[src/rtl/led_pkg.sv]
`default_nettype none

package led_pkg;

  // ------------------------------------------------------------------
  // panel geometry
  // ------------------------------------------------------------------
  localparam int NUM_HALVES = 2;  // half-panels, scanned together.
  localparam int NUM_ROWS   = 8;  // rows in each half.
  localparam int NUM_COLS   = 32;

  // ------------------------------------------------------------------
  // vector types
  // ------------------------------------------------------------------
  typedef logic [$clog2(NUM_ROWS)-1:0] row_t;
  typedef logic [$clog2(NUM_COLS)-1:0] col_t;
  typedef logic [7:0]                  level_t;

  // pixel index within one bank with the row in the upper bits.
  typedef logic [$bits(row_t)+$bits(col_t)-1:0] pixel_addr_t;

  // host address is {half, row, col, half-word}.
  typedef logic [9:0]  host_addr_t;
  typedef logic [15:0] host_word_t;

  // blue 31:24, spare 23:16, red 15:8, green 7:0.
  typedef logic [31:0] pixel_t;

  typedef logic [2:0] lane_t;  // {red, green, blue}.

  typedef enum logic [2:0] {
    IDLE,
    FETCH,
    SHIFT,
    BLANK_PRE,
    LATCH,
    BLANK_POST
  } scan_state_t;

endpackage

`default_nettype wire
[src/rtl/hub75_driver.sv]
`timescale 1ns/1ps
`default_nettype none

module hub75_driver (
  input  wire                            csi_clk,
  input  wire                            rsi_reset_n,

  input  led_pkg::lane_t                 lanes [led_pkg::NUM_HALVES],
  input  wire [led_pkg::NUM_HALVES-1:0]  lane_valid,

  input  wire                            shift,
  input  wire                            latch,
  input  wire                            blank,
  input  led_pkg::row_t                  shown_row,

  output led_pkg::lane_t                 rgb0,
  output led_pkg::lane_t                 rgb1,
  output logic                           rgb_a,
  output logic                           rgb_b,
  output logic                           rgb_c,
  output logic                           rgb_clk,
  output logic                           rgb_stb,
  output logic                           oe_n
);

  // ------------------------------------------------------------------
  // pin registers
  // ------------------------------------------------------------------
  // Lane data reaches the pins in the same cycle as the shift strobe
  // and is held until the next column arrives, so it is stable for
  // the whole rgb_clk pulse.
  always_ff @(posedge csi_clk or negedge rsi_reset_n) begin
    if (!rsi_reset_n) begin
      rgb0    <= '0;
      rgb1    <= '0;
      rgb_a   <= 1'b0;
      rgb_b   <= 1'b0;
      rgb_c   <= 1'b0;
      rgb_clk <= 1'b0;
      rgb_stb <= 1'b0;
      oe_n    <= 1'b1;  // panel dark while in reset.
    end else begin
      if (lane_valid[0]) begin
        rgb0 <= lanes[0];  // upper half-panel.
      end
      if (lane_valid[1]) begin
        rgb1 <= lanes[1];
      end
      rgb_clk <= shift;
      rgb_stb <= latch;
      oe_n    <= blank;
      // row address moves while oe_n is still high.
      rgb_a <= shown_row[0];
      rgb_b <= shown_row[1];
      rgb_c <= shown_row[2];
    end
  end

endmodule

`default_nettype wire

[config.mk]
export PLATFORM = sky130hd
export DESIGN_NAME = hub75_driver
export DESIGN_NICKNAME = d
export VERILOG_FILES = /design/src/rtl/led_pkg.sv /design/src/rtl/hub75_driver.sv
export SDC_FILE = /design/constraint.sdc
export NUM_CORES = 1
export LEC_CHECK = 0
export ABC_AREA = 0
export BUFFER_PORTS_ARGS = -buffer_cell sky130_fd_sc_hd__buf_4
export CAP_MARGIN = 5
export CORE_AREA = 8 8 45 47
export DETAILED_ROUTE_END_ITERATION = 7
export DIE_AREA = 0 0 53 55
export PLACE_DENSITY = 0.67
export SKIP_LAST_GASP = 1
export SLEW_MARGIN = 20
export SYNTH_ARGS = -nofsm -noshare
export SYNTH_HDL_FRONTEND = slang
export SYNTH_SLANG_ARGS = --single-unit
[constraint.sdc]
create_clock -name csi_clk -period 0.8 [get_ports csi_clk]
set_input_delay 0 -clock csi_clk [delete_from_list [all_inputs] [get_ports csi_clk]]
set_output_delay 0 -clock csi_clk [all_outputs]
set_load 0.1 [all_outputs]
==> parameters.txt <==
Parameter                              Value

Critical path
  WP buf/inv ... 1
  Capture point of the critical path ... oe_n
  Required @ worst endpoint ... about 0.80 ns
  Startpoint class of the critical path ... flop
  Highest cell delay on the worst timing path ... about 0.62 ns
  Capturing element type of the critical path ... output pin
  R2R Path Start ... rgb1[0]
  Reg2Reg Depth ... 1
  Stages on the worst setup path ... 1
  Arrival time reported for the critical path endpoint ... between 1 and 1.5 ns
  Setup CP Type ... reg2out
  Crit path launch ... oe_n
  Worst-case register-to-register setup slack ... -0.08 ns
  Worst-path fanout max ... 1
  Cell type group with the largest total delay on the critical path ... flip-flops
  Slowest cell on crit path ... dfstp_4
  Crit path cell chain ... buf_12
  RR Endpoint ... rgb1[0]

Detailed routing
  Antenna-violating nets left ... 0
  Final routed DRC violation total ... 0
  First-pass iteration count of the detailed router ... 2
  Via density per instance ... ~4.2
  WL per Instance ... 14.7 um
  Final wirelength ... about 1.1 mm
  Via count ... 326
  Number of DRC markers in iteration 0 ... 2

Clocking
  TritonCTS clock tree ... done
  Later-pin clock latency in the skew report ... roughly 0.27 ns
  Post-CTS setup buffers ... 0
  Number of hold buffers added after cts ... 13
  CTS max path bufs ... 2
  Root Driver ... clkbuf_4
  Number of buffers added by the clock tree synthesis step ... 3
  CTS Sinks ... 12
  Clock transition at the registers of the reported paths ... roughly 0.07 ns
  Level count of the clock H-tree ... 1

Logic synthesis
  Synth Area in Simple Gates ... 0
  Most numerous cell types in the synthesized netlist ... 11 x dfrtp_1, 6 x mux2_2, 1 x dfstp_2
  Area contributors post-synth ... dfrtp_1 75%, mux2_2 18%, dfstp_2 7.1%
  Net count of the mapped netlist ... 34
  Number of register bits inferred by synthesis ... 12
  Share of the synthesized area in the top cell type ... 0.746
  Post-Syn Instances ... 18
  Synthesized area ... 369 um2
  Share of synthesized cell area in full adder, half adder and majority cells ... 0
  Number of distinct standard cells referenced by the synthesized netlist ... 3
  Part of the Yosys area used for sequential elements ... 0.817
  Syn Area/Cell ... ~21 um2
  Top FF cell, synth ... dfrtp_1
  Dominant cell by count in the synthesized netlist ... dfrtp_1
  XOR/XNOR share of the synthesized area ... 0
  Async set-or-reset flop fraction in the synthesized netlist ... 1.00
  Number of enable flip-flop cells after synthesis ... 0
  Compound-Gate Fraction of Synth Area ... 0
  Library cell with the largest summed area after synthesis ... dfrtp_1
  Share of cell area taken by muxes after synthesis ... 0.183
  Combinational family with the most area after synthesis ... multiplexers
  Synthesis Warnings ... 0

Status
  Violations in the final reports ... hold timing, setup timing
  Result of the run ... complete, but fails checks

Global routing
  Number of antenna violations at the first check in global routing ... 0
  GRT Resource Usage Total ... 0.0902
  Wire length of the first global-routing pass ... 1.84 mm
  Total grt overflow ... 0
  Via count of the first global-routing pass ... approximately 370
  Pin count of the biggest net entering global routing ... 13

Die
  Height of the die ... about 55 um
  Die span in x ... roughly 53 um
  Placement row count ... 14
  Die outline area ... just under 0.003 mm2
  Initial Utilization ... 0.267
  Count of boundary I/O pins ... 28
  Core footprint ... between 0.001 and 0.0015 mm2

Min path
  Classification of the worst-slack hold path ... in2reg

STA
  Final critical-path share of the clock period ... 1.32
  Minimum period implied by the final worst setup slack ... between 1 and 1.5 ns
  Setup ws final ... -0.260 ns
  Post-route worst hold slack ... -0.00243 ns
  Tightest Pin Transition ... 0.207 ns
  Final setup violation count ... 18
  Sum of negative setup slack ... -1.71 ns
  Pins over their slew limit ... 0
  Achievable clock frequency ... roughly 940 MHz
  Slew headroom ... 0.862
  Setup Skew ... 0 ns
  Unrepaired setup endpoints after global routing ... yes
  Number of endpoints with negative hold slack in the final report ... 1

Cells and area
  Fin area ... roughly 900 um2
  Ratio of cells with drive above 1 in the final layout ... 0.790
  Layout Cells excl Fill ... 78
  # diodes ... 0
  Area growth from synthesis to layout ... 146%
  Multi-input gate area ... between 70 and 80 um2
  Sequential cell area ... around 330 um2
  Fill cell total of the finished layout ... 96
  Layout Nets ... 79

Place
  Placed cells ... slightly above 60
  Buffers added on ports ... 27
  Instance area at placement ... about 620 um2
  Placer Congestion ... about 0.65

Pwr
  Maximum vdd ir drop ... 1.39 mV
  Power per cell area ... 2060 mW/mm2
  Static power due to leakage ... 0.000403 uW

Job
  Number of max-cap violations ... 0
[metal layers]
layer | track usage | vias to the layer above | routed length (um)
met5 | 0 | - | 0
li1 | - | 148 | -
met4 | 0.0388 | 0 | 11
met3 | 0.0989 | 2 | 306
met1 | 0.0646 | 145 | 333
met2 | 0.148 | 31 | 495
[power by group]
part,internal (uW),switching [uW]
clock,277,191
sequential,678,40.7
combinational,273,411
[how the worst min path moves through the flow]
stage	from	to	slack [ns]	cells after the start
finish	lane_valid[0]	rgb0[2]	-0.002	2
global route	lane_valid[0]	rgb0[2]	-0.02	2
CTS	lane_valid[0]	rgb0[2]	-0.02	2
detailed placement	rsi_reset_n	rgb_c	-0.16	1
global placement	rsi_reset_n	rgb_c	-0.16	1
floorplan	rsi_reset_n	rgb_a	-0.30	0
[state kept, by name, indices dropped and copies added (netlist names)]
signal,count
oe_n,1
rgb_a,1
rgb_stb,1
rgb_c,1
rgb_clk,1
rgb_b,1
rgb1,3
rgb0,3
[cell usage in the layout (no fill, tap or decap), drive strengths merged]
cell	count
buf	27
clkbuf	4
dfrtp	11
dfstp	1
dlygate4sd3	13
mux2	6
[cell families after synthesis]
kind of cell  after synthesis
multiplexers                6
flip-flops                 12
[timing repair]
action | CTS | global route
pin swaps | 0 | 0
setup endpoints to repair | 18 | 18
resized for setup | 27 | 2
endpoints found under the hold margin | 24 | 6
[layout make-up]
class	instances	share of cell area
sequential	12	0.368
timing repair buffer	40	0.492
clock buffer	4	0.0399
tap	16	0.0220
multi-input combinational	6	0.0785
[metrics by stage]
step | power [uW] | util | setup slack, ns
floorplan | 1090 | - | -0.221
global placement | 1240 | 0.451 | -0.0636
detailed placement | 1240 | 0.451 | -0.0639
CTS | 1890 | 0.651 | -0.275
global route | 1950 | 0.656 | -0.285
finish | 1870 | 0.656 | -0.260
Note: power is estimated with default switching activity, not from simulation.
