### src/rtl/led_pkg.sv
`default_nettype none

package led_pkg;

  // ------------------------------------------------------------------
  // panel geometry
  // ------------------------------------------------------------------
  localparam int NUM_HALVES = 2;  // half-panels, scanned together.
  localparam int NUM_ROWS   = 8;  // rows in each half.
  localparam int NUM_COLS   = 32;

  // ------------------------------------------------------------------
  // vector types
  // ------------------------------------------------------------------
  typedef logic [$clog2(NUM_ROWS)-1:0] row_t;
  typedef logic [$clog2(NUM_COLS)-1:0] col_t;
  typedef logic [7:0]                  level_t;

  // pixel index within one bank with the row in the upper bits.
  typedef logic [$bits(row_t)+$bits(col_t)-1:0] pixel_addr_t;

  // host address is {half, row, col, half-word}.
  typedef logic [9:0]  host_addr_t;
  typedef logic [15:0] host_word_t;

  // blue 31:24, spare 23:16, red 15:8, green 7:0.
  typedef logic [31:0] pixel_t;

  typedef logic [2:0] lane_t;  // {red, green, blue}.

  typedef enum logic [2:0] {
    IDLE,
    FETCH,
    SHIFT,
    BLANK_PRE,
    LATCH,
    BLANK_POST
  } scan_state_t;

endpackage

`default_nettype wire
### src/rtl/host_port.sv
`timescale 1ns/1ps
`default_nettype none

module host_port (
  input  wire                 csi_clk,
  input  wire                 rsi_reset_n,

  input  led_pkg::host_addr_t address,
  input  led_pkg::host_word_t data_in,
  input  wire                 write,

  output led_pkg::pixel_addr_t              bank_addr,
  output logic                              bank_half,
  output led_pkg::host_word_t               bank_wdata,
  output logic [led_pkg::NUM_HALVES-1:0]    bank_write,
  input  led_pkg::host_word_t               bank_rdata [led_pkg::NUM_HALVES],

  output led_pkg::host_word_t data_out
);

  logic half_sel;
  logic half_q;

  // ------------------------------------------------------------------
  // address decode
  // ------------------------------------------------------------------
  assign half_sel   = address[9];
  assign bank_addr  = address[8:1];  // {row, col}.
  assign bank_half  = address[0];    // 1 selects blue and the spare byte.
  assign bank_wdata = data_in;

  // only the addressed half-panel sees the strobe.
  for (genvar h = 0; h < led_pkg::NUM_HALVES; h++) begin : g_wr
    assign bank_write[h] = write && (half_sel == 1'(h));
  end

  // ------------------------------------------------------------------
  // readback
  // ------------------------------------------------------------------
  // The banks register their read word, so the select has to be
  // held for one cycle to pick the right one.
  always_ff @(posedge csi_clk or negedge rsi_reset_n) begin
    if (!rsi_reset_n) begin
      half_q <= 1'b0;
    end else begin
      half_q <= half_sel;
    end
  end

  assign data_out = bank_rdata[half_q];  // valid one cycle after address.

endmodule

`default_nettype wire

### config.mk
export PLATFORM = sky130hd
export DESIGN_NAME = host_port
export DESIGN_NICKNAME = d
export VERILOG_FILES = /design/src/rtl/led_pkg.sv /design/src/rtl/host_port.sv
export SDC_FILE = /design/constraint.sdc
export NUM_CORES = 1
export LEC_CHECK = 0
export BUFFER_PORTS_ARGS = -buffer_cell sky130_fd_sc_hd__buf_2
export CAP_MARGIN = 20
export CORE_UTILIZATION = 25
export CTS_CLUSTER_DIAMETER = 30
export DETAILED_ROUTE_END_ITERATION = 8
export GPL_TIMING_DRIVEN = 0
export HOLD_SLACK_MARGIN = 0.12
export PLACE_DENSITY = 0.87
export SETUP_SLACK_MARGIN = 0.2
export SLEW_MARGIN = 20
export SYNTH_ARGS = -nofsm -noshare
export SYNTH_HDL_FRONTEND = slang
export SYNTH_SLANG_ARGS = --single-unit
### constraint.sdc
create_clock -name csi_clk -period 2.2 [get_ports csi_clk]
set_input_delay 0.33 -clock csi_clk [delete_from_list [all_inputs] [get_ports csi_clk]]
set_output_delay 0.33 -clock csi_clk [all_outputs]
set_load 0.1 [all_outputs]
==> impl_metrics.yaml, run 1 <==
status:
  status: "complete, no violations"
sta:
  layout_min_cycle_time_ns: 1.56
  tns_ns: 0
  finalSetupViolCount: 0
  worst_slew_pin_slew_ns: 0.494
  slew_violations: 0
  finalCritPeriodShare_pct: 71.0
  slew_headroom_pct: 67.3
  hold_slack_ns: 0.462
  hold_viol_final: 0
  fmax_mhz: 640
  rsz0062_at_grt: "no"
setup_path:
  crit_end: "data_out[11]"
  cp_max_fo: 10
  cp-start-kind: "flop"
  startpoint: "half_q"
  required_ns: 1.87
  crit_arrival_ns: 1.23
  crit_type: "flop to output port"
  endpoint_kind: "output port"
die:
  die_x_microns: 45.6
  ios: 104
  design.core.area_sq_mm: 0.00175
  die_h_microns: 45.6
  die_area_sq_mm: 0.00207
  initial_core_util_pct: 27.2
  fp-row-count: 15
final_layout:
  fillCellCount: 176
  fin_nets: 188
  final_cell_mix: "78 x buf_2, 25 x buf_4, 10 x mux2_4"
  multi_input_area_sq_um: 230
  syn_to_final_growth_pct: 91.0
  layout_commonest_cell: "buf_2"
  largest_reg_flops: 1
  layout-drive-gt1-share_pct: 96.8
  seq_area_sq_um: 25.0
  diodes: 0
  largestRegisters: "half_q x1"
  largest_register: "half_q"
yosys:
  synth_compound_area_share_pct: 0
  ys_warn_count: 0
  yosysTopAreaCell: "buf_4"
  syn-cell-area_sq_um: 474
  synth_cells: 46
  ys_seq_elements: 1
  synth_fa_ha_area_share_pct: 0
  synth_simple_gate_area_share_pct: 2.64
  synth_top_area_share_pct: 39.6
  synth_mux_area_share_pct: 45.9
  synth.distinct_cells: 8
  avgSynthCellArea_sq_um: 10.3
  synth_xor_area_share_pct: 0
  yosysSeqAreaShare_pct: 5.28
  synthTopCellsByArea: "buf_4 40%, mux2_4 32%, mux2_2 14%, dfrtp_1 5.3%, buf_12 4.2%"
  syn_nets: 107
  synth_top_family_by_area: "buffers and inverters"
global_routing:
  grt_usage_pct: 10.4
  grt_pass1_vias: 436
  grt_pass1_wl_mm: 1.65
  grt_antenna_before_repair: 0
  grt-ovfl-total: 0
  grt_max_degree: 11
pwr:
  ir_worst_vdd_v: 0.000459
  finalPower_w: 0.000542
  power_leakage_nw: 0.570
  p_int_w: 0.000137
  cellPowerDensity_mw_per_mm2: 599
  p_clk_share_pct: 0
  p_comb_share_pct: 96.3
  p_sw_share_pct: 74.8
  seqPwrFrac_pct: 3.7
  p_sw_w: 0.000405
cts:
  cts_setup_buffers: 0
  path_clk_slew_ns: 0
  hold_buffers: 1
  cts_resized: 0
detailed_routing:
  routedWlPerCell_microns: 9.53
  via_per_inst: 3.83
  vias: 575
  routed_wl_mm: 1.43
  drtIter0Drc: 1
  drc: 0
  ant_nets: 0
  drtPass1Iterations: 2
hold_path:
  holdPathStages: 1
  min-delay-path-class: "primary input to flop"
run:
  cap_viol_max_count: 0
place:
  finalWeightedCongestion: 0.622
  io_buffers: 78
[critical path, cell delays in order, from the launching register on]
cell and delay, ns:
dfrtp_1 0.35, buf_6 0.14, buf_12 0.14, mux2_4 0.18, buf_2 0.42
[per-stage QoR]
stage               area (sq um)  util, %  worst slack [ns]  std cells
floorplan                    474        -             0.205         46
global placement             896     51.3             0.630        149
detailed placement           896     51.3             0.630        149
CTS                          906     51.9             0.630        150
global route                 906     51.9             0.604        150
finish                       906     51.9             0.637        150
[cells in the mapped netlist]
library cell   n
buf_4         25
mux2_2         6
and2_1         1
dfrtp_1        1
mux2_4        10
buf_12         1
nor2b_1        1
buf_6          1
[cells by family after synthesis]
logic type    count (synthesis)
buf+inv                      27
simple gates                  2
mux                          16
flops                         1
[cell type report]
class | count | area share, %
buffer | 27 | 24.2
multi-input combinational | 18 | 25.4
sequential | 1 | 2.76
tap | 25 | 3.45
timing repair buffer | 79 | 44.2
[power groups by stage]
stage	Sequential, W	Combinational (W)	Clock (W)
CTS	0.0000201	0.000525	0
global placement	0.0000201	0.000520	0
global route	0.0000201	0.000535	0
floorplan	0.0000200	0.000451	0
detailed placement	0.0000201	0.000523	0
finish	0.0000200	0.000522	0
[how the worst min path moves through the flow]
stage                start     end  slack, ns
3_5_place_dp   rsi_reset_n  half_q       0.11
4_1_cts         address[9]  half_q       0.46
5_1_grt         address[9]  half_q       0.48
2_1_floorplan  rsi_reset_n  half_q       0.03
6_report        address[9]  half_q       0.46
3_3_place_gp   rsi_reset_n  half_q       0.11
[routing by layer]
metal	vias to the layer above	track usage [%]	wire, microns
li1	285	-	-
met1	228	8.04	429
met2	62	23.1	719
met3	0	5.16	280
met4	0	0	0
met5	-	0	0
(Power assumes the default switching activity.)
==> run 2: changes to the inputs <==
--- a/config.mk
+++ b/config.mk
@@ -7,12 +7,12 @@
 export LEC_CHECK = 0
 export BUFFER_PORTS_ARGS = -buffer_cell sky130_fd_sc_hd__buf_2
 export CAP_MARGIN = 20
-export CORE_UTILIZATION = 25
+export CORE_UTILIZATION = 23
 export CTS_CLUSTER_DIAMETER = 30
 export DETAILED_ROUTE_END_ITERATION = 8
 export GPL_TIMING_DRIVEN = 0
 export HOLD_SLACK_MARGIN = 0.12
-export PLACE_DENSITY = 0.87
+export PLACE_DENSITY = 0.81
 export SETUP_SLACK_MARGIN = 0.2
 export SLEW_MARGIN = 20
 export SYNTH_ARGS = -nofsm -noshare
==> constraint.sdc (replaced) <==
create_clock -name csi_clk -period 1.47 [get_ports csi_clk]
set_input_delay 0.2205 -clock csi_clk [delete_from_list [all_inputs] [get_ports csi_clk]]
set_output_delay 0.2205 -clock csi_clk [all_outputs]
set_load 0.1 [all_outputs]
==> run 2 against run 1 <==
Wire length up 19%. Hold slack got worse by 0.10 ns. Critical path type unchanged. Die area grew 8.3%. Final cell count grew 1.3%. Combinational power up 69%. Sequential power up 50%.
==> impl_metrics.yaml, run 2 (synthesized netlist as in run 1, its figures left out) <==
status:
  status: "complete, no violations"
die:
  ios: 104
  initial_core_util_pct: 24.4
  die_area_sq_mm: 0.00225
  fp-row-count: 16
  die_x_microns: 47.4
  die_h_microns: 47.4
  design.core.area_sq_mm: 0.00194
global_routing:
  grt_pass1_wl_mm: 1.95
  grt_antenna_before_repair: 0
  grt_usage_pct: 12.3
  grt_pass1_vias: 483
  grt_max_degree: 11
  grt-ovfl-total: 0
sta:
  rsz0062_at_grt: "yes"
  finalCritPeriodShare_pct: 91.1
  worst_slew_pin_slew_ns: 0.488
  layout_min_cycle_time_ns: 1.34
  tns_ns: 0
  hold_viol_final: 0
  fmax_mhz: 747
  slew_headroom_pct: 67.7
  hold_slack_ns: 0.361
  finalSetupViolCount: 0
  slew_violations: 0
  final.setup.worst_slack_ns: 0.131
final_layout:
  layout_commonest_cell: "buf_2"
  fillCellCount: 174
  fin_area_sq_mm: 0.00109
  layout-drive-gt1-share_pct: 97.6
  largest_reg_flops: 1
  syn_to_final_growth_pct: 130
  largest_register: "half_q"
  fin_nets: 188
  largestRegisters: "half_q x1"
  final_cell_mix: "62 x buf_2, 26 x buf_4, 10 x buf_12, 10 x mux2_4"
  diodes: 0
setup_path:
  cp-start-kind: "flop"
  cp_max_fo: 10
  cp_slowest_stage_delay_ns: 0.35
  endpoint_kind: "output port"
  cp_cell_sequence: "buf_6 -> buf_12 -> mux2_4 -> buf_8"
  crit_type: "flop to output port"
  startpoint: "half_q"
  crit_arrival_ns: 1.12
  critPathSlowestCell: "dfrtp_1"
  required_ns: 1.25
cts:
  path_clk_slew_ns: 0
  cts_setup_buffers: 0
hold_path:
  min-delay-path-class: "primary input to flop"
  min_to: "half_q"
  holdPathStages: 1
  min-delay-start: "address[9]"
detailed_routing:
  routed_wl_mm: 1.71
  drtPass1Iterations: 4
  ant_nets: 0
  routedWlPerCell_microns: 11.2
  via_per_inst: 3.91
  drtIter0Drc: 2
  drc: 0
  vias: 594
place:
  preCtsSetupSlack_ns: 0.00126
  io_buffers: 78
  finalWeightedCongestion: 0.663
  dpl_cell_area_sq_um: 901
pwr:
  power_leakage_nw: 0.636
  ir_worst_vdd_v: 0.000488
  finalPower_w: 0.000914
  cellPowerDensity_mw_per_mm2: 839
run:
  cap_viol_max_count: 0
[run 2: layer usage]
metal  vias to the layer above  wire [microns]  GRT usage, %
met5                         -               0             0
met2                        66             941          31.5
met4                         0               0             0
met1                       243             472          8.58
met3                         0             292          1.92
li1                        285               -             -
[run 2: final cells by class]
cell class	instances	area (sq um)	area share, %
repair buffers	79	579	53.2
multi-input cells	18	233	21.4
plain buffers	27	219	20.1
well taps	27	33.8	3.10
flip-flops and latches	1	25.0	2.30
[run 2: timing repair]
action | in CTS | in global routing
setup endpoints to repair | 16 | 15
pin swaps | 0 | 0
resized for setup | 44 | 6
hold buffers | 1 | 0
endpoints found under the hold margin | 1 | 0
[run 2: worst max-delay path by stage]
| stage | endpoint | cells after the start | slack (ns) |
|---|---|---|---|
| final | data_out[5] | 4 | 0.13 |
| after global routing | data_out[6] | 4 | 0.11 |
| after CTS | data_out[5] | 4 | 0.12 |
| after detailed placement | data_out[5] | 4 | 0.001 |
| after global placement | data_out[8] | 4 | 0.007 |
| after floorplan | data_out[10] | 3 | 0.19 |
[run 2: where the power goes]
group	internal, W	switching [W]	total [W]
Clock	0	0	0
Sequential	0.0000294	0.000000570	0.0000300
Combinational	0.000257	0.000627	0.000884
Total	0.000286	0.000628	0.000914
[run 2: critical path, delay by kind of cell (launching register included)]
| kind | cells | cell delay (ns) |
|---|---|---|
| buffers and inverters | 3 | 0.46 |
| DFF | 1 | 0.35 |
| muxes | 1 | 0.31 |
[run 2: metrics by stage]
stage                     cells  util, %
after floorplan              46        -
after global placement      151     46.4
after detailed placement    151     46.4
after CTS                   152     55.0
after global routing        152     56.1
final                       152     56.1
