## config.mk

```make
export PLATFORM = sky130hd
export DESIGN_NAME = scan_sequencer_flat
export DESIGN_NICKNAME = d
export VERILOG_FILES = /design/src/rtl/led_pkg.sv /design/src/rtl/scan_if.sv /design/src/rtl/scan_sequencer.sv /design/src/flat_wrapper.sv
export SDC_FILE = /design/constraint.sdc
export NUM_CORES = 1
export LEC_CHECK = 0
export BUFFER_PORTS_ARGS = -buffer_cell sky130_fd_sc_hd__buf_2
export CAP_MARGIN = 0
export CORE_MARGIN = 2
export CORE_UTILIZATION = 40
export CTS_CLUSTER_SIZE = 10
export DETAILED_ROUTE_END_ITERATION = 7
export PLACE_DENSITY = 0.66
export RECOVER_POWER = 25
export SETUP_SLACK_MARGIN = 0.2
export SLEW_MARGIN = 30
export SYNTH_ARGS = -nofsm -noshare
export SYNTH_HDL_FRONTEND = slang
export SYNTH_SLANG_ARGS = --single-unit
```

## constraint.sdc

```tcl
create_clock -name csi_clk -period 4.29 [get_ports csi_clk]
set_clock_uncertainty 0.2 [all_clocks]
set_input_delay 0.858 -clock csi_clk [delete_from_list [all_inputs] [get_ports csi_clk]]
set_output_delay 0.858 -clock csi_clk [all_outputs]
set_load 0.05 [all_outputs]
```

## src/rtl/led_pkg.sv

```systemverilog
`default_nettype none

package led_pkg;

  // ------------------------------------------------------------------
  // panel geometry
  // ------------------------------------------------------------------
  localparam int NUM_HALVES = 2;  // half-panels, scanned together.
  localparam int NUM_ROWS   = 8;  // rows in each half.
  localparam int NUM_COLS   = 32;

  // ------------------------------------------------------------------
  // vector types
  // ------------------------------------------------------------------
  typedef logic [$clog2(NUM_ROWS)-1:0] row_t;
  typedef logic [$clog2(NUM_COLS)-1:0] col_t;
  typedef logic [7:0]                  level_t;

  // pixel index within one bank with the row in the upper bits.
  typedef logic [$bits(row_t)+$bits(col_t)-1:0] pixel_addr_t;

  // host address is {half, row, col, half-word}.
  typedef logic [9:0]  host_addr_t;
  typedef logic [15:0] host_word_t;

  // blue 31:24, spare 23:16, red 15:8, green 7:0.
  typedef logic [31:0] pixel_t;

  typedef logic [2:0] lane_t;  // {red, green, blue}.

  typedef enum logic [2:0] {
    IDLE,
    FETCH,
    SHIFT,
    BLANK_PRE,
    LATCH,
    BLANK_POST
  } scan_state_t;

endpackage

`default_nettype wire
```

## src/rtl/scan_if.sv

```systemverilog
`timescale 1ns/1ps
`default_nettype none

// scan position shared by the sequencer and every bank.
interface scan_if;

  led_pkg::row_t   row;
  led_pkg::col_t   col;
  led_pkg::level_t level;
  logic            fetch;  // one-cycle strobe on which the banks read the pixel at row/col.

  modport seq (
    output row,
    output col,
    output level,
    output fetch
  );

  modport bank (
    input row,
    input col,
    input level,
    input fetch
  );

endinterface

`default_nettype wire

```

## src/rtl/scan_sequencer.sv

```systemverilog
`timescale 1ns/1ps
`default_nettype none

module scan_sequencer #(
  parameter int BLANK_CYCLES = 32
) (
  input  wire            csi_clk,
  input  wire            rsi_reset_n,

  scan_if.seq            scan,

  output logic           shift,
  output logic           latch,
  output logic           blank,
  output led_pkg::row_t  shown_row
);

  // wide enough to hold BLANK_CYCLES, and at least one bit.
  localparam int CNT_W = $clog2(BLANK_CYCLES + 2);
  localparam logic [CNT_W-1:0] BLANK_LOAD = CNT_W'(BLANK_CYCLES);
  localparam led_pkg::col_t LAST_COL = led_pkg::col_t'(led_pkg::NUM_COLS - 1);

  localparam int PHASE_W = $bits(led_pkg::row_t) + $bits(led_pkg::level_t);

  led_pkg::scan_state_t state;
  led_pkg::col_t        col;
  logic [PHASE_W-1:0]   phase;      // holds {level, row} and steps once per row pass.
  logic [CNT_W-1:0]     blank_cnt;

  // ------------------------------------------------------------------
  // state machine
  // ------------------------------------------------------------------
  // Each column is FETCH, IDLE, SHIFT. After the last column the
  // outputs are blanked around the latch pulse.
  always_ff @(posedge csi_clk or negedge rsi_reset_n) begin
    if (!rsi_reset_n) begin
      state     <= led_pkg::FETCH;
      col       <= '0;
      phase     <= '0;
      blank_cnt <= '0;
      shown_row <= '0;
    end else begin
      case (state)
        led_pkg::FETCH: begin
          state <= led_pkg::IDLE;
        end

        led_pkg::IDLE: begin
          state <= led_pkg::SHIFT;  // banks compare during this cycle.
        end

        led_pkg::SHIFT: begin
          col <= col + 1'b1;
          if (col == LAST_COL) begin
            state     <= led_pkg::BLANK_PRE;
            blank_cnt <= BLANK_LOAD;
          end else begin
            state <= led_pkg::FETCH;
          end
        end

        led_pkg::BLANK_PRE: begin
          if (blank_cnt == '0) begin
            state <= led_pkg::LATCH;
          end else begin
            blank_cnt <= blank_cnt - 1'b1;
          end
        end

        led_pkg::LATCH: begin
          shown_row <= phase[2:0];  // this row goes on display now.
          phase     <= phase + 1'b1;
          blank_cnt <= BLANK_LOAD;
          state     <= led_pkg::BLANK_POST;
        end

        led_pkg::BLANK_POST: begin
          if (blank_cnt == '0) begin
            state <= led_pkg::FETCH;
          end else begin
            blank_cnt <= blank_cnt - 1'b1;
          end
        end

        default: begin
          state <= led_pkg::FETCH;
        end
      endcase
    end
  end

  // ------------------------------------------------------------------
  // outputs
  // ------------------------------------------------------------------
  assign scan.row   = phase[2:0];
  assign scan.level = phase[PHASE_W-1:3];
  assign scan.col   = col;
  assign scan.fetch = (state == led_pkg::FETCH);

  assign shift = (state == led_pkg::SHIFT);
  assign latch = (state == led_pkg::LATCH);
  assign blank = (state == led_pkg::BLANK_PRE) || (state == led_pkg::LATCH) ||
                 (state == led_pkg::BLANK_POST);

endmodule

`default_nettype wire

```

## src/flat_wrapper.sv

```systemverilog
// flat-port wrapper written by rule: the top's interface ports become plain ports
module scan_sequencer_flat 
#(
  parameter int BLANK_CYCLES = 32
)
  (csi_clk, rsi_reset_n, shift, latch, blank, shown_row, scan_row, scan_col, scan_level, scan_fetch);
  scan_if scan_i ();
  input  wire csi_clk;
  input  wire rsi_reset_n;
  output logic shift;
  output logic latch;
  output logic blank;
  output led_pkg::row_t shown_row;
  output wire logic [$bits(scan_i.row)-1:0] scan_row;
  output wire logic [$bits(scan_i.col)-1:0] scan_col;
  output wire logic [$bits(scan_i.level)-1:0] scan_level;
  output wire logic [$bits(scan_i.fetch)-1:0] scan_fetch;
  assign scan_row = scan_i.row;
  assign scan_col = scan_i.col;
  assign scan_level = scan_i.level;
  assign scan_fetch = scan_i.fetch;
  scan_sequencer #(.BLANK_CYCLES(BLANK_CYCLES)) u_core (.csi_clk(csi_clk), .rsi_reset_n(rsi_reset_n), .scan(scan_i), .shift(shift), .latch(latch), .blank(blank), .shown_row(shown_row));
endmodule
```

==> impl_metrics.ini, run 1 <==
[finish]
nNetsFinal = 151
syn2layout_area_growth_pct = 16.3
drive_gt1_share_pct = 25.9
finalNonFillerCells = 187
utilization_pct = 50.0
diodes = 0

[die]
start_util_pct = 43.0
top_level_ports = 25
core_region_area_um2 = 3100
dieArea_um2 = 3810
rows = 20
die_h_um = 61.7
dieWidth_um = 61.7

[pwr]
p_leak_nw = 0.791
powerDensity_nw_per_um2 = 283
peakVddDrop_mv = 0.121

[worst_setup_path]
worstPathRequired_ps = 3230
worstReg2RegStart = u_core.blank_cnt[0]
path_class = reg -> out
end_kind = output port
cp.arrival_ps = 1720
endpoint = shift
reg2reg_depth = 6
critPathMaxFanout = 8
rr_endpoint = u_core.state[1]
startpoint = u_core.state[1]
startpoint_type = register
r2r_setup_slack_ps = 2220

[yosys]
async_flop_share_pct = 100
syn_area_um2 = 1330
ys.flop_type = dfrtp_1
avgSynthCellArea_um2 = 11.4
synth.distinct_cells = 33
yosysSeqAreaShare_pct = 52.6
syn_nets = 124
yosys_register_bits = 28
synth-edff-count = 0
synth_warnings = 0
syn_inst = 117

[timing]
setup_ws_ps = 1510
fin_tns_setup_ps = 0
hold_slack_ps = 275
period_minus_slack_ps = 2780
max-slew-margin-rel_pct = 0.985
worst_pin_slew_ps = 1490
rsz0062_at_grt = no
max_clock_freq_ghz = 0.360
finalSetupViolations = 0
fin_crit_sh_pct = 64.7
hold_viol = 0
drv_slew = 0

[drt]
dr_total_vias = 940
top_layer_used = met4
met3WireLength_um = 103
drtPass1Iterations = 4
drc = 0
routed_wl_mm = 2.30
dr_wl_met2_mm = 1.02
drtAntennaViolNets = 0
routed_via_density = 5.03
drt-initial-drc-count = 47
wire_per_inst_um = 12.3
m1WireLength_mm = 1.16

[cts]
postCtsHoldBufs = 0
cts.sinks = 28
h-tree-depth = 1
clk_transition_reported_paths_ps = 160
ctsResizeCount = 0
cts_tree = built
clock_latency_ps = 320
cts_buffers = 3
cts_setup_buffers = 0
max-clock-path-buffers = 2
cts-root-buf = clkbuf_4

[global_route]
grt_max_degree = 29
grt_pass1_wl_mm = 3.93
grt_use_total_pct = 13.8
overflow = 0
antenna_found_initial = 0
grt_pass1_vias = 878

[placement]
dpl.hpwl_mm = 1.64
globalplace.congestion = 0.778
dpl.cell_count = 183
pre_cts_ws_ps = 1890
portBuffers = 24

[min_path]
holdCritStartpoint = u_core.phase[10]
hp-class = reg -> reg

[job]
max_cap_viol_count = 0

[run_status]
run_status = complete, no violations
[worst max-delay path: stages (launching register included)]
cell,delay [ps]
dfrtp_1,550
nand2b_1,160
nor2_1,350
buf_2,340
[cell usage in the layout (no fill, tap or decap), drive strengths merged, types with 3 or more instances in the layout]
master    n
nand3     3
inv       4
and3      4
nand2b    3
clkbuf    4
o2bb2ai   3
nor3      3
nand4     3
ha        5
o21bai    3
o21ai     4
nor2      5
buf      23
mux2      6
a21oi     3
a31oi     3
xnor2     9
nand2     9
xor2      5
dfrtp    27
[metrics by stage]
stage | instance area (µm²) | power, mW
after floorplan | 1330 | 0.269
after global placement | 1500 | 0.275
after detailed placement | 1500 | 0.275
after CTS | 1550 | 0.446
after global routing | 1550 | 0.460
final | 1550 | 0.440
[report_power, final]
| group | internal (mW) | switching [mW] | total (mW) |
|---|---|---|---|
| clock network | 0.0944 | 0.0759 | 0.170 |
| logic | 0.000162 | 0.00491 | 0.00507 |
| registers | 0.264 | 0 | 0.264 |
[layout make-up]
class,count,area [µm²]
clock buffer,3,22.5
sequential,28,702
tap,44,55.1
clock inverter,1,30.0
inverter,4,15.0
timing repair buffer,24,119
multi-input combinational,83,608
fill,302,1550
[cell usage after synthesis, drive strengths merged, types with 4 or more instances]
cell type / instances / area share (%)
inv: 4 / 1.1
nor2: 5 / 1.4
mux2: 6 / 5.1
xor2: 5 / 3.3
o21ai: 4 / 1.5
nand2: 9 / 2.5
xnor2: 9 / 5.9
ha: 5 / 4.7
and3: 4 / 1.9
dfrtp: 27 / 51
[state kept, by name, summed over array words and instances (netlist names)]
| name | cells |
|---|---|
| u_core.phase | 11 |
| u_core.blank_cnt | 6 |
| u_core.scan.col | 5 |
| u_core.shown_row | 3 |
| u_core.state | 3 |
[logic make-up after synthesis]
family	count (synthesis)	synth area share, %
compound gates	18	8.82
xor+xnor	14	9.19
fa+ha+maj	5	4.69
buf+inv	6	1.78
flops	28	52.6
mux	6	5.07
simple gates	40	17.8
[layer usage]
| layer | global-route usage [%] | vias to the layer above |
|---|---|---|
| met1 | 19.9 | 458 |
| met4 | 4.56 | 0 |
| li1 | - | 459 |
| met2 | 21.1 | 21 |
| met3 | 2.69 | 2 |
| met5 | 0 | - |
[worst min-delay path by stage]
stage	end	depth (start not counted)
CTS	u_core.phase[10]	1
detailed placement	u_core.phase[10]	1
global route	u_core.phase[10]	1
global placement	u_core.phase[10]	1
floorplan	u_core.blank_cnt[5]	1
finish	u_core.phase[10]	1
(Power assumes the default switching activity.)
==> run 2: changes to the inputs <==
--- a/config.mk
+++ b/config.mk
@@ -5,13 +5,14 @@
 export SDC_FILE = /design/constraint.sdc
 export NUM_CORES = 1
 export LEC_CHECK = 0
+export ABC_AREA = 1
 export BUFFER_PORTS_ARGS = -buffer_cell sky130_fd_sc_hd__buf_2
 export CAP_MARGIN = 0
 export CORE_MARGIN = 2
 export CORE_UTILIZATION = 40
 export CTS_CLUSTER_SIZE = 10
 export DETAILED_ROUTE_END_ITERATION = 7
-export PLACE_DENSITY = 0.66
+export PLACE_DENSITY = 0.67
 export RECOVER_POWER = 25
 export SETUP_SLACK_MARGIN = 0.2
 export SLEW_MARGIN = 30
==> constraint.sdc (replaced) <==
create_clock -name csi_clk -period 2.2 [get_ports csi_clk]
set_clock_uncertainty 0.2 [all_clocks]
set_input_delay 0.44 -clock csi_clk [delete_from_list [all_inputs] [get_ports csi_clk]]
set_output_delay 0.44 -clock csi_clk [all_outputs]
set_load 0.05 [all_outputs]
==> run 2 against run 1 <==
Flip-flop and latch count unchanged. Power up 97%. Utilization up 3.8 points. Critical path depth up 2. Final area up 18%. Combinational power up 130%. Largest power group unchanged. Critical path type unchanged.
==> impl_metrics.ini, run 2 <==
[run_status]
run_status = complete, no violations

[yosys]
synth_top_area_cell = dfrtp_1
async_flop_share_pct = 100
ys.flop_type = dfrtp_1
syn_nets = 185
synth_warnings = 0
synth.distinct_cells = 22
ys_top_cells_by_count = nand2_1 (58), dfrtp_1 (27), inv_1 (19)
yosys_register_bits = 28
syn_inst = 178
synth-edff-count = 0
syn_area_um2 = 1450
yosysMostFrequentCell = nand2_1
avgSynthCellArea_um2 = 8.13
synth.top_cell.area_share_pct = 46.7
synth.area.top_cells = dfrtp_1 (47%), nand2_1 (15%), inv_1 (4.9%), nor2_1 (4.7%), ha_1 (4.3%)
yosysSeqAreaShare_pct = 48.5

[finish]
reg.largest.list = u_core.phase: 11 flops, u_core.blank_cnt: 6 flops, u_core.scan.col: 5 flops
diodes = 0
syn2layout_area_growth_pct = 26.9
n_fill_cell = 331
nNetsFinal = 224
layout_common_cells = nand2_1 (57), dfrtp_1 (26), buf_2 (19), inv_1 (18), nor2_1 (15)
multi_input_area_um2 = 698
largest_reg_flops = 11
top_register = u_core.phase
drive_gt1_share_pct = 26.9
register_area_um2 = 703
utilization_pct = 53.8
final_common_cell = nand2_1

[timing]
fin_crit_sh_pct = 93.5
finalSetupViolations = 0
period_minus_slack_ps = 2060
worst_pin_slew_ps = 705
rsz0062_at_grt = yes
hold_viol = 0
fin_tns_setup_ps = 0
max_clock_freq_ghz = 0.486
drv_slew = 0
max-slew-margin-rel_pct = 53.0

[die]
dieArea_um2 = 4120
start_util_pct = 42.4
core_region_area_um2 = 3420
rows = 21
dieWidth_um = 64.2
die_h_um = 64.2
top_level_ports = 25

[worst_setup_path]
path_class = reg -> out
critPathSlowestCell = dfstp_2
worstPathRequired_ps = 1560
path_cells = buf_6, nor2_4, nand2_4, inv_4, buf_8
cp.arrival_ps = 1420
startpoint_type = register
worstReg2RegStart = u_core.state[2]
startpoint = u_core.state[0]
max_stage_delay_ps = 650
critPathMaxFanout = 5
end_kind = output port

[global_route]
overflow = 0
antenna_found_initial = 0
grt_max_degree = 29
grt_use_total_pct = 14.3
grt_pass1_vias = 1060
grt_pass1_wl_mm = 4.72

[drt]
drt-initial-drc-count = 43
drtAntennaViolNets = 0
routed_wl_mm = 2.82
routed_via_density = 4.60
drtPass1Iterations = 4
dr_total_vias = 1205
wire_per_inst_um = 10.7
drc = 0

[pwr]
powerDensity_nw_per_um2 = 471
p_leak_nw = 1.01
peakVddDrop_mv = 0.569

[cts]
cts.sinks = 28
max-clock-path-buffers = 2
clk_transition_reported_paths_ps = 160
clock_latency_ps = 330
h-tree-depth = 1
cts-root-buf = clkbuf_4
cts_tree = built
cts_buffers = 3

[job]
max_cap_viol_count = 0

[min_path]
holdCritStartpoint = u_core.blank_cnt[0]
hp-class = reg -> reg

[placement]
globalplace.congestion = 0.720
dpl.hpwl_mm = 1.90
portBuffers = 24
-- run 2: cell types whose count changed after synthesis, moves of 4 or more --
cell     delta
nand2_1    +49
inv_1      +15
nor2_1     +13
nand3_1     +9
mux2_2      -6
xnor2_1     -5
and3_1      -4
nand2_2     +4
-- run 2: final timing paths --
path	endpoint	slack (ps)	cells after the start
min in group asynchronous	u_core.phase[3]	470	2
hold / removal	u_core.blank_cnt[0]	300	2
max in group asynchronous	u_core.state[1]	850	2
setup reg to reg	u_core.phase[7]	390	8
setup / recovery	latch	140	5
hold reg to reg	u_core.blank_cnt[0]	300	2
-- run 2: cell families after synthesis --
family	after synthesis	share of synthesized area, %
AND/OR/NAND/NOR	104	31.7
flip-flops	28	48.5
buffers and inverters	23	6.48
XOR/XNOR	10	6.05
AO/OA/AOI/OAI	8	2.94
adder cells (fa/ha/maj)	5	4.32
-- run 2: per-stage QoR --
| stage | hold slack, ps | power [mW] | instances | worst slack [ps] | instance area, µm² |
|---|---|---|---|---|---|
| 3_3_place_gp | 259 | 0.536 | 247 | 365 | 1620 |
| 5_1_grt | 333 | 0.900 | 262 | 85.0 | 1840 |
| 2_1_floorplan | -55.6 | 0.525 | 178 | 281 | 1450 |
| 4_1_cts | 302 | 0.882 | 256 | 123 | 1750 |
| 3_5_place_dp | 265 | 0.536 | 247 | 321 | 1620 |
| 6_report | 297 | 0.865 | 262 | 143 | 1840 |
-- run 2: layout make-up --
cell class / instances / share of cell area [%]
clock inverters: 1 / 1.63
well taps: 46 / 3.13
flip-flops and latches: 28 / 38.3
clock buffers: 3 / 1.23
multi-input cells: 127 / 38.0
repair buffers: 35 / 12.9
inverters: 22 / 4.77
-- run 2: power by group --
group / total, mW / leakage, nW / switching [mW] / internal (mW)
Clock: 0.338 / 0.0279 / 0.154 / 0.184
Combinational: 0.0118 / 0.607 / 0.0100 / 0.00175
Sequential: 0.515 / 0.379 / 0 / 0.515
-- run 2: worst max-delay path: cells and delay by family, from the launching register on --
| family | cells | cell delay (ps) |
|---|---|---|
| flops | 1 | 650 |
| buf+inv | 3 | 320 |
| simple gates | 2 | 110 |
-- run 2: per-layer routing --
metal	track usage, %	part of all wire, %
met1	19.8	49
met2	22.4	46
met3	4.05	4.3
met4	3.19	0.71
met5	0	0
-- run 2: repair_timing --
item | CTS | global route
endpoints found under the setup margin | 4 | 4
setup buffers | 4 | 6
pin swaps | 2 | 5
endpoints found under the hold margin | 27 | 0
gates resized for setup | 14 | 11
hold buffers | 1 | 0
==> run 3: changes to the inputs <==
--- a/config.mk
+++ b/config.mk
@@ -9,13 +9,14 @@
 export BUFFER_PORTS_ARGS = -buffer_cell sky130_fd_sc_hd__buf_2
 export CAP_MARGIN = 0
 export CORE_MARGIN = 2
-export CORE_UTILIZATION = 40
+export CORE_UTILIZATION = 49
 export CTS_CLUSTER_SIZE = 10
 export DETAILED_ROUTE_END_ITERATION = 7
-export PLACE_DENSITY = 0.67
+export PLACE_DENSITY = 0.79
 export RECOVER_POWER = 25
 export SETUP_SLACK_MARGIN = 0.2
 export SLEW_MARGIN = 30
 export SYNTH_ARGS = -nofsm -noshare
 export SYNTH_HDL_FRONTEND = slang
 export SYNTH_SLANG_ARGS = --single-unit
+export TNS_END_PERCENT = 100
==> run 3 against run 2 <==
Setup slack better by 46 ps. First-iteration DRC count down 14%. Power down 11%. Final area down 3.9%. Sequential share of layout area up 1.6 points. Register-to-register slack better by 60 ps. Clock power down 27%. Wire length down 1.2%. Worst hold slack worse by 5.5 ps. Sequential power about the same. Cell count down 7.3%. Combinational power down 4%. Largest cell class unchanged. Highest routed layer unchanged.
==> impl_metrics.ini, run 3 (synthesized netlist as in run 2, its figures left out) <==
[run_status]
run_status = complete, no violations

[worst_setup_path]
cp.depth = 4
cp.buffers_inverters = 2
path_class = reg -> out
cp.arrival_ps = 1370
max_stage_delay_ps = 660
critPathSlowestCell = dfstp_2
critPathTopFamily = flip-flops
worstPathRequired_ps = 1560
path_cells = nor2_2, nand2_2, inv_4, buf_8
end_kind = output port
rr_endpoint = u_core.phase[7]
endpoint = latch
startpoint_type = register
r2r_setup_slack_ps = 450
startpoint = u_core.state[0]
critPathMaxFanout = 5
worstReg2RegStart = u_core.state[1]
reg2reg_depth = 7

[timing]
fin_crit_sh_pct = 91.4
fin_tns_setup_ps = 0
rsz0062_at_grt = yes
max-slew-margin-rel_pct = 54.9
setup_ws_ps = 189
finalSetupViolations = 0
max_clock_freq_ghz = 0.497
drv_slew = 0
period_minus_slack_ps = 2010
hold_viol = 0
worst_pin_slew_ps = 676

[die]
core_region_area_um2 = 2780
top_level_ports = 25
rows = 19
dieArea_um2 = 3410
start_util_pct = 52.0
dieWidth_um = 58.4
die_h_um = 58.4

[finish]
reg.largest.list = u_core.phase: 11 flops, u_core.blank_cnt: 6 flops, u_core.scan.col: 5 flops
top_register = u_core.phase
finalNonFillerCells = 243
diodes = 0
drive_gt1_share_pct = 26.4
largest_reg_flops = 11
final_common_cell = nand2_1
syn2layout_area_growth_pct = 22.0
nNetsFinal = 220
layout_common_cells = nand2_1 (57), dfrtp_1 (25), buf_2 (19), inv_1 (17), nor2_1 (15)

[min_path]
hp-class = reg -> reg

[drt]
routed_wl_mm = 2.78
drc = 0
drtAntennaViolNets = 0
routed_via_density = 4.91
drtPass1Iterations = 4
dr_total_vias = 1194
drt-initial-drc-count = 37
wire_per_inst_um = 11.4

[cts]
clock_latency_ps = 330
max-clock-path-buffers = 2
cts_buffers = 3
cts_tree = built
cts-root-buf = clkbuf_4
h-tree-depth = 1
clk_transition_reported_paths_ps = 140
cts.sinks = 28

[pwr]
p_leak_nw = 0.969
powerDensity_nw_per_um2 = 438
peakVddDrop_mv = 0.434

[global_route]
grtUsageMet3_pct = 4.62
overflow = 0
use_met2_pct = 27.8
grt_max_degree = 29
grt.met1_usage_pct = 23.0
gr-max-usage-layer = met2
grt_pass1_wl_mm = 4.45
grt_pass1_vias = 1076
grt_use_total_pct = 17.0
antenna_found_initial = 0

[job]
max_cap_viol_count = 0

[placement]
dpl.hpwl_mm = 1.95
dpl.cell_count = 233
globalplace.congestion = 0.757
pre_cts_ws_ps = 328
portBuffers = 24
==> run 3: cell count changes in the layout (fill, tap and decap cells not counted), sizes merged <==
cell	change
buf	-4
bufinv	-1
clkbuf	+1
==> run 3: worst min-delay path by stage <==
stage | start | to | slack (ps) | cells past startpoint
detailed placement | u_core.blank_cnt[0] | u_core.blank_cnt[0] | 260 | 2
global placement | u_core.blank_cnt[0] | u_core.blank_cnt[0] | 260 | 2
finish | u_core.blank_cnt[0] | u_core.blank_cnt[0] | 290 | 2
floorplan | rsi_reset_n | u_core.blank_cnt[0] | -60 | 0
CTS | u_core.blank_cnt[0] | u_core.blank_cnt[0] | 290 | 2
global route | u_core.shown_row[2] | u_core.shown_row[2] | 340 | 2
==> run 3: what timing repair did <==
action,CTS,global route
pin swaps,0,4
hold endpoints to repair,27,0
setup buffers,0,5
setup endpoints to repair,4,4
hold buffers,1,0
resized for setup,9,16
==> run 3: worst min-delay path: stages (launching register included) <==
cell and delay [ps]:
dfrtp_1 370, nand2_1 50, nand2_1 50
==> run 3: area by class of cell <==
| class | count | area [µm²] |
|---|---|---|
| clock buffer | 4 | 36.3 |
| fill | 225 | 1020 |
| inverter | 22 | 90.1 |
| multi-input combinational | 127 | 688 |
| sequential | 28 | 704 |
| tap | 31 | 38.8 |
| timing repair buffer | 31 | 208 |
==> run 3: routing by layer <==
| metal | wire (µm) | up-vias |
|---|---|---|
| li1 | - | 624 |
| met1 | 1310 | 548 |
| met4 | 38 | 0 |
| met2 | 1340 | 17 |
| met5 | 0 | - |
| met3 | 88 | 5 |
==> run 3: report_power, final <==
group	switching, mW	internal (mW)
clock network	0.146	0.102
logic	0.00955	0.00175
registers	0	0.515
total	0.155	0.618
==> run 3: per-stage QoR <==
stage               util, %  hold slack, ps  power, mW  area [µm²]
floorplan                 -           -55.6      0.525        1450
global placement       57.8             259      0.536        1610
detailed placement     57.8             258      0.536        1610
CTS                    60.2             293      0.788        1680
global route           63.5             337      0.810        1770
finish                 63.5             291      0.774        1770
